==> src/common/stepper_pkg.sv <==
`default_nettype none

package stepper_pkg;

  // Angle input is unsigned Q16.16 degrees
  localparam int ANGLE_W = 32;

  // Step counts and step periods in clock cycles
  localparam int STEP_W = 32;

  // One-cycle command from the planner to the ramp
  typedef enum logic [1:0] {
    CMD_NONE,
    CMD_START,
    CMD_ABORT
  } motion_cmd_e;

  // Trapezoidal profile phases
  typedef enum logic [1:0] {
    ST_IDLE,
    ST_RAMP_UP,
    ST_CRUISE,
    ST_RAMP_DOWN
  } motion_state_e;

  // Microsteps per degree, Q16.16
  localparam logic [ANGLE_W-1:0] DEF_SCALE = 32'h0002_0000;

  // Clock cycles per ramp tick, 1 us at 25 MHz
  localparam logic [STEP_W-1:0] DEF_TICK_DIV = 32'd25;

  // Slowest step period, start and end of a move
  localparam logic [STEP_W-1:0] DEF_PERIOD_MAX = 32'd20000;

  // Fastest step period, cruise speed
  localparam logic [STEP_W-1:0] DEF_PERIOD_MIN = 32'd500;

  // Period change per tick
  localparam logic [STEP_W-1:0] DEF_ACCEL = 32'd1;

endpackage

`default_nettype wire

==> src/common/motion_if.sv <==
`timescale 1ns/1ps
`default_nettype none

interface motion_if
  import stepper_pkg::*;
();

  // Planner to ramp
  motion_cmd_e       cmd;
  logic [STEP_W-1:0] steps_needed;

  // Ramp to pulse generator and planner
  logic              run;
  logic [STEP_W-1:0] period;

  // Pulse generator back to ramp
  logic              step;

  modport planner (
    output cmd,
    output steps_needed,
    input  run
  );

  modport ramp (
    input  cmd,
    input  steps_needed,
    input  step,
    output run,
    output period
  );

  modport pulse (
    input  run,
    input  period,
    output step
  );

endinterface

`default_nettype wire

==> src/stepper/step_planner.sv <==
`timescale 1ns/1ps
`default_nettype none

module step_planner
  import stepper_pkg::*;
#(
  parameter logic [ANGLE_W-1:0] SCALE = DEF_SCALE
) (
  input  logic               clk_i,
  input  logic               reset_i,
  input  logic               enable_i,
  input  logic [ANGLE_W-1:0] relative_angle_i,
  motion_if.planner          mif
);

  logic                   enable_q;
  logic                   enable_rise;
  logic                   enable_fall;
  logic [2*ANGLE_W-1:0]   angle_product;

  // Edge detection on the enable level
  assign enable_rise = enable_i && !enable_q;
  assign enable_fall = !enable_i && enable_q;

  // Q16.16 times Q16.16 gives Q32.32 with the integer part in the upper word
  assign angle_product = relative_angle_i * SCALE;

  always_ff @(posedge clk_i) begin
    if (reset_i) begin
      enable_q <= 1'b0;
      mif.cmd  <= CMD_NONE;
    end else begin
      enable_q <= enable_i;
      if (enable_rise && !mif.run) begin
        mif.cmd <= CMD_START;
      end else if (enable_fall && mif.run) begin
        mif.cmd <= CMD_ABORT;
      end else begin
        mif.cmd <= CMD_NONE;
      end
    end
  end

  // Step count is captured together with the start command
  always_ff @(posedge clk_i) begin
    if (enable_rise && !mif.run) begin
      mif.steps_needed <= angle_product[2*ANGLE_W-1 -: STEP_W];
    end
  end

  // An abort is only issued into a running move
  a_abort_needs_run : assert property (
    @(posedge clk_i) disable iff (reset_i)
    (mif.cmd == CMD_ABORT) |-> mif.run
  ) else $error("abort issued while no move was running");

endmodule

`default_nettype wire

==> src/stepper/ramp_profile.sv <==
`timescale 1ns/1ps
`default_nettype none

module ramp_profile
  import stepper_pkg::*;
#(
  parameter logic [STEP_W-1:0] TICK_DIV   = DEF_TICK_DIV,
  parameter logic [STEP_W-1:0] PERIOD_MAX = DEF_PERIOD_MAX,
  parameter logic [STEP_W-1:0] PERIOD_MIN = DEF_PERIOD_MIN,
  parameter logic [STEP_W-1:0] ACCEL      = DEF_ACCEL
) (
  input  logic   clk_i,
  input  logic   reset_i,
  output logic   done_o,
  motion_if.ramp mif
);

  motion_state_e     state;
  logic [STEP_W-1:0] tick_cnt;
  logic [STEP_W-1:0] steps_done;
  logic [STEP_W-1:0] steps_target;
  logic              tick;
  logic              half_reached;
  logic              last_step;

  // Time base for the speed ramp
  assign tick = (tick_cnt == TICK_DIV - 1'b1);

  // Deceleration starts at the midpoint of the move
  assign half_reached = (steps_done >= (steps_target >> 1));

  // The pulse in this cycle completes the move
  assign last_step = mif.step && (steps_done + 1'b1 == steps_target);

  always_ff @(posedge clk_i) begin
    if (reset_i) begin
      state        <= ST_IDLE;
      mif.run      <= 1'b0;
      mif.period   <= PERIOD_MAX;
      done_o       <= 1'b1;
      tick_cnt     <= '0;
      steps_done   <= '0;
      steps_target <= '0;
    end else if (mif.cmd == CMD_ABORT && mif.run) begin
      // Abort leaves done low until the next move
      state    <= ST_IDLE;
      mif.run  <= 1'b0;
      done_o   <= 1'b0;
      tick_cnt <= '0;
    end else if (mif.cmd == CMD_START) begin
      steps_done   <= '0;
      steps_target <= mif.steps_needed;
      tick_cnt     <= '0;
      if (mif.steps_needed == '0) begin
        // Nothing to do, report completion at once
        state  <= ST_IDLE;
        done_o <= 1'b1;
      end else begin
        state      <= ST_RAMP_UP;
        mif.run    <= 1'b1;
        mif.period <= PERIOD_MAX;
        done_o     <= 1'b0;
      end
    end else if (mif.run) begin
      tick_cnt <= tick ? '0 : tick_cnt + 1'b1;
      if (mif.step) begin
        steps_done <= steps_done + 1'b1;
      end

      if (last_step) begin
        state   <= ST_IDLE;
        mif.run <= 1'b0;
        done_o  <= 1'b1;
      end else begin
        case (state)
          ST_RAMP_UP: begin
            if (half_reached) begin
              state <= ST_RAMP_DOWN;
            end else if (tick) begin
              // Clamp at the fastest period and hold there
              if (mif.period <= PERIOD_MIN + ACCEL) begin
                mif.period <= PERIOD_MIN;
                state      <= ST_CRUISE;
              end else begin
                mif.period <= mif.period - ACCEL;
              end
            end
          end
          ST_CRUISE: begin
            if (half_reached) begin
              state <= ST_RAMP_DOWN;
            end
          end
          ST_RAMP_DOWN: begin
            if (tick) begin
              if (mif.period + ACCEL >= PERIOD_MAX) begin
                mif.period <= PERIOD_MAX;
              end else begin
                mif.period <= mif.period + ACCEL;
              end
            end
          end
          default: begin
            state <= ST_IDLE;
          end
        endcase
      end
    end
  end

  // Pulses beyond the requested count would overshoot the target angle
  a_steps_bounded : assert property (
    @(posedge clk_i) disable iff (reset_i)
    steps_done <= steps_target
  ) else $error("steps done exceed steps needed");

  a_period_bounds : assert property (
    @(posedge clk_i) disable iff (reset_i)
    mif.run |-> (mif.period >= PERIOD_MIN && mif.period <= PERIOD_MAX)
  ) else $error("step period out of range during a move");

endmodule

`default_nettype wire

==> src/stepper/step_pulse_gen.sv <==
`timescale 1ns/1ps
`default_nettype none

module step_pulse_gen
  import stepper_pkg::*;
(
  input  logic    clk_i,
  input  logic    reset_i,
  motion_if.pulse mif
);

  // Zero marks the first cycle of a move, when the period is loaded
  logic [STEP_W-1:0] cyc_cnt;
  logic [STEP_W-1:0] period_q;
  logic              restart;

  // Load a new period on the first cycle and after every pulse
  assign restart = mif.run && ((cyc_cnt == '0) || mif.step);

  // One pulse when the count meets the latched period
  assign mif.step = mif.run && (cyc_cnt != '0) && (cyc_cnt == period_q);

  always_ff @(posedge clk_i) begin
    if (reset_i) begin
      cyc_cnt <= '0;
    end else if (!mif.run) begin
      cyc_cnt <= '0;
    end else if (restart) begin
      cyc_cnt <= STEP_W'(1);
    end else begin
      cyc_cnt <= cyc_cnt + 1'b1;
    end
  end

  // Period is held for a whole interval so the ramp cannot cut one short
  always_ff @(posedge clk_i) begin
    if (restart) begin
      period_q <= mif.period;
    end
  end

  a_single_cycle_step : assert property (
    @(posedge clk_i) disable iff (reset_i)
    mif.step |=> !mif.step
  ) else $error("step pulse longer than one cycle");

  a_step_needs_run : assert property (
    @(posedge clk_i) disable iff (reset_i)
    !mif.run |-> !mif.step
  ) else $error("step pulse outside a move");

endmodule

`default_nettype wire

==> src/rtl/stepper_top.sv <==
`timescale 1ns/1ps
`default_nettype none

module stepper_top
  import stepper_pkg::*;
#(
  parameter logic [ANGLE_W-1:0] SCALE      = DEF_SCALE,
  parameter logic [STEP_W-1:0]  TICK_DIV   = DEF_TICK_DIV,
  parameter logic [STEP_W-1:0]  PERIOD_MAX = DEF_PERIOD_MAX,
  parameter logic [STEP_W-1:0]  PERIOD_MIN = DEF_PERIOD_MIN,
  parameter logic [STEP_W-1:0]  ACCEL      = DEF_ACCEL
) (
  input  logic               clk_i,
  input  logic               reset_i,
  input  logic               enable_i,
  input  logic [ANGLE_W-1:0] relative_angle_i,
  output logic               step_o,
  output logic               done_o
);

  motion_if mif ();

  // Decode enable edges and the target angle
  step_planner #(
    .SCALE (SCALE)
  ) u_planner (
    .clk_i            (clk_i),
    .reset_i          (reset_i),
    .enable_i         (enable_i),
    .relative_angle_i (relative_angle_i),
    .mif              (mif)
  );

  // Speed profile and move completion
  ramp_profile #(
    .TICK_DIV   (TICK_DIV),
    .PERIOD_MAX (PERIOD_MAX),
    .PERIOD_MIN (PERIOD_MIN),
    .ACCEL      (ACCEL)
  ) u_ramp (
    .clk_i   (clk_i),
    .reset_i (reset_i),
    .done_o  (done_o),
    .mif     (mif)
  );

  step_pulse_gen u_pulse (
    .clk_i   (clk_i),
    .reset_i (reset_i),
    .mif     (mif)
  );

  assign step_o = mif.step;

endmodule

`default_nettype wire

==> config.mk <==
export PLATFORM = sky130hd
export DESIGN_NAME = stepper_top
export DESIGN_NICKNAME = d
export VERILOG_FILES = /design/src/common/stepper_pkg.sv /design/src/common/motion_if.sv /design/src/stepper/step_planner.sv /design/src/stepper/ramp_profile.sv /design/src/stepper/step_pulse_gen.sv /design/src/rtl/stepper_top.sv
export SDC_FILE = /design/constraint.sdc
export NUM_CORES = 1
export LEC_CHECK = 0
export ABC_AREA = 1
export ABC_CLOCK_PERIOD_IN_PS = 3000
export BUFFER_PORTS_ARGS = -buffer_cell sky130_fd_sc_hd__buf_2
export CAP_MARGIN = 20
export CORE_ASPECT_RATIO = 0.7
export CORE_MARGIN = 4
export CORE_UTILIZATION = 45
export CTS_BUF_LIST = sky130_fd_sc_hd__clkbuf_4
export CTS_CLUSTER_DIAMETER = 200
export DETAILED_ROUTE_END_ITERATION = 8
export GPL_TIMING_DRIVEN = 0
export HOLD_SLACK_MARGIN = 0.1
export SLEW_MARGIN = 20
export SYNTH_ARGS = -nofsm -noshare
export SYNTH_HDL_FRONTEND = slang
export SYNTH_SLANG_ARGS = --single-unit
==> constraint.sdc <==
create_clock -name clk_i -period 3 [get_ports clk_i]
set_input_delay 0.6 -clock clk_i [delete_from_list [all_inputs] [get_ports clk_i]]
set_output_delay 0.6 -clock clk_i [all_outputs]
set_load 0.02 [all_outputs]
==> out/metrics.cfg <==
[outcome]
status=finished, final reports clean

[place]
gp_congestion=0.946
post-dp-hpwl_mm=30.3
numPortBuffers=21

[floorplanning]
die-area_mm2=0.0314
start_util_pct=45.9
fp.dieW_um=210
core_mm2=0.0280
die_y_um=149
io_pins=37
fp-row-count=51

[logic_synthesis]
synth_warnings=0
ys_seq_area_share_pct=35.1
yosys_register_bits=201
syn_inst=1953
syn_nets=2015
syn_area_mm2=0.0129
syn_avg_cell_area_um2=6.59
synth_edf_count=49
synthDistinctLibCells=52
synth_ff_type=dfxtp_1
synthArstFlopShare_pct=0

[global_routing]
grt_usage_pct=24.8
first_global_vias=11800
antenna_found_initial=1
grt_pass1_wl_mm=63.3
grt_overflow_total=0
grt_max_degree=33

[detailed_routing]
drc=0
viasPerCell=5.31
drt_iter0_drc=1417
vias=13100
ant_nets=0
first_pass_iters=6
wl_mm=39.5
wl_per_cell_um=16.1

[cells_and_area]
area_growth_pct=12.0
fin_util_pct=51.5
final_nets=2109
layout_common_cells=nand2_1, nor2_1, inv_1
drive_above_1_share_pct=11.9
final_common_cell=nand2_1

[sta]
period_needed_ps=3000
tightest_slew_ps=825
slew_violations=0
finalCritPeriodShare_pct=100
rsz0062_at_grt=yes
whs_ps=324
setup_violations=0
skew_ps=53.4
fmax_ghz=0.333
hold_violations=0
maxSlewHeadroom_pct=44.4

[clocking]
cts_root_buf=clkbuf_4
cts.reportedPaths.clkPinSlew_ps=70
cts_made_buffers=51
clock_sink_count=201
cts_tree=built
cts_max_level=2
clk_latency_ps=720
clk_path_buf_depth=3

[pwr]
seqPwrFrac_pct=49.7
leakage_uw=0.00601
p_int_uw=4110
switching_power_uw=1770
clkPwrFrac_pct=38.3
p_per_area_mw_per_mm2=408
p_sw_share_pct=30.1
irDropWorstVdd_uv=291
p_comb_share_pct=11.9

[critical_path]
cp.arrival_ps=2400
critPathKind=reg2out
startpoint_type=register
worstPathRequired_ps=2400
endpoint_kind=output pin
worstPathMaxFanout=2

[flow_run]
maxCapViolations=0

[hold_path]
hp-class=in2reg

[final cells by class]
class / count / area [um^2]
fill: 2875 / 13600
multi-input combinational: 1452 / 7310
sequential: 201 / 4540
inverter: 242 / 908
clock buffer: 65 / 488
tap: 371 / 464
timing repair buffer: 42 / 314
buffer: 57 / 278
clock inverter: 26 / 110
antenna: 2 / 5.00
[kinds of logic (layout without fill, tap and decap cells)]
kind of cell             Yosys count  count (layout)  synth area share (%)
AO/OA/AOI/OAI                    211             211                  9.69
other                              0               2                     0
buffers and inverters            300             432                  9.19
XOR/XNOR                          50              50                  3.62
adder cells (fa/ha/maj)           27              27                  2.63
AND/OR/NAND/NOR                 1164            1164                  39.8
flip-flops                       201             201                  35.1
[worst paths after layout]
path / endpoint / slack, ps / cells past startpoint / from
hold / removal: u_pulse.cyc_cnt[0] / 320 / 4 / reset_i
hold reg to reg: u_pulse.period_q[23] / 410 / 0 / u_ramp.mif.period[23]
setup reg to reg: u_ramp.mif.period[5] / 250 / 15 / u_ramp.mif.period[4]
setup / recovery: step_o / 0.08 / 7 / u_pulse.period_q[26]
[per-layer routing]
metal / part of all wire (%) / global-route usage [%] / vias to the layer above / wire (um)
met2: 38 / 32.9 / 492 / 14900
met1: 52 / 40.4 / 5923 / 20600
met5: 0 / 0 / - / 0
li1: - / - / 6575 / -
met4: 1.7 / 5.84 / 0 / 685
met3: 8.4 / 4.78 / 67 / 3300
[cell usage after synthesis (all sizes together), types with 5 or more instances]
library cell / number / area share [%]
nand2: 533 / 16
nor2: 327 / 10
inv: 241 / 7.0
nand3: 162 / 6.6
dfxtp: 152 / 24
a21oi: 98 / 4.3
o21ai: 64 / 2.5
edfxtp: 49 / 11
nand4: 49 / 2.5
nor3: 44 / 1.8
clkbuf: 38 / 1.1
xor2: 36 / 2.5
ha: 27 / 2.6
a22oi: 26 / 1.5
nor4: 24 / 1.2
buf: 20 / 1.0
xnor2: 12 / 0.82
nand3b: 8 / 0.47
nor3b: 7 / 0.41
o21a: 5 / 0.29
[worst max-delay path: stages (launching register included)]
cell and delay [ps]:
edfxtp_1 430, nand2_1 150, nand2_1 80, nor4_1 360, nor4b_4 320, nand3_2 130
inv_2 110, buf_6 120
[power groups by stage]
stage	registers, uW	clock network [uW]	logic (uW)
detailed placement	2980	0	653
finish	2930	2260	703
CTS	2920	2310	681
floorplan	2950	0	476
global placement	2980	0	645
global route	2930	2460	785
[registers in the layout, summed over array words and instances, names as in the netlist]
signal	count
u_pulse.period_q	32
u_ramp.mif.run	1
u_ramp.steps_done	32
u_ramp.mif.period	32
u_pulse.cyc_cnt	32
u_planner.mif.cmd	2
u_ramp.done_o	1
u_planner.enable_q	1
u_ramp.steps_target	17
u_ramp.state	2
u_ramp.tick_cnt	32
u_planner.mif.steps_needed	17
[timing repair]
item	in CTS	in global routing
endpoints found under the hold margin	18	0
setup buffers	0	2
gates resized for setup	16	53
hold buffers	18	0
endpoints found under the setup margin	15	39
pin swaps	0	9
[per-stage QoR]
stage / setup TNS [ps] / worst slack [ps] / cell area, um^2 / instances / power (uW)
finish: 0 / 0.0835 / 14400 / 2458 / 5890
global route: -161 / -122 / 14400 / 2458 / 6180
CTS: -50.9 / -50.9 / 14300 / 2455 / 5910
detailed placement: -214 / -81.7 / 13500 / 2346 / 3640
global placement: -5590 / -182 / 13400 / 2345 / 3630
floorplan: 0 / 366 / 12900 / 1953 / 3430
No activity file was read; power rests on OpenSTA's default activity.
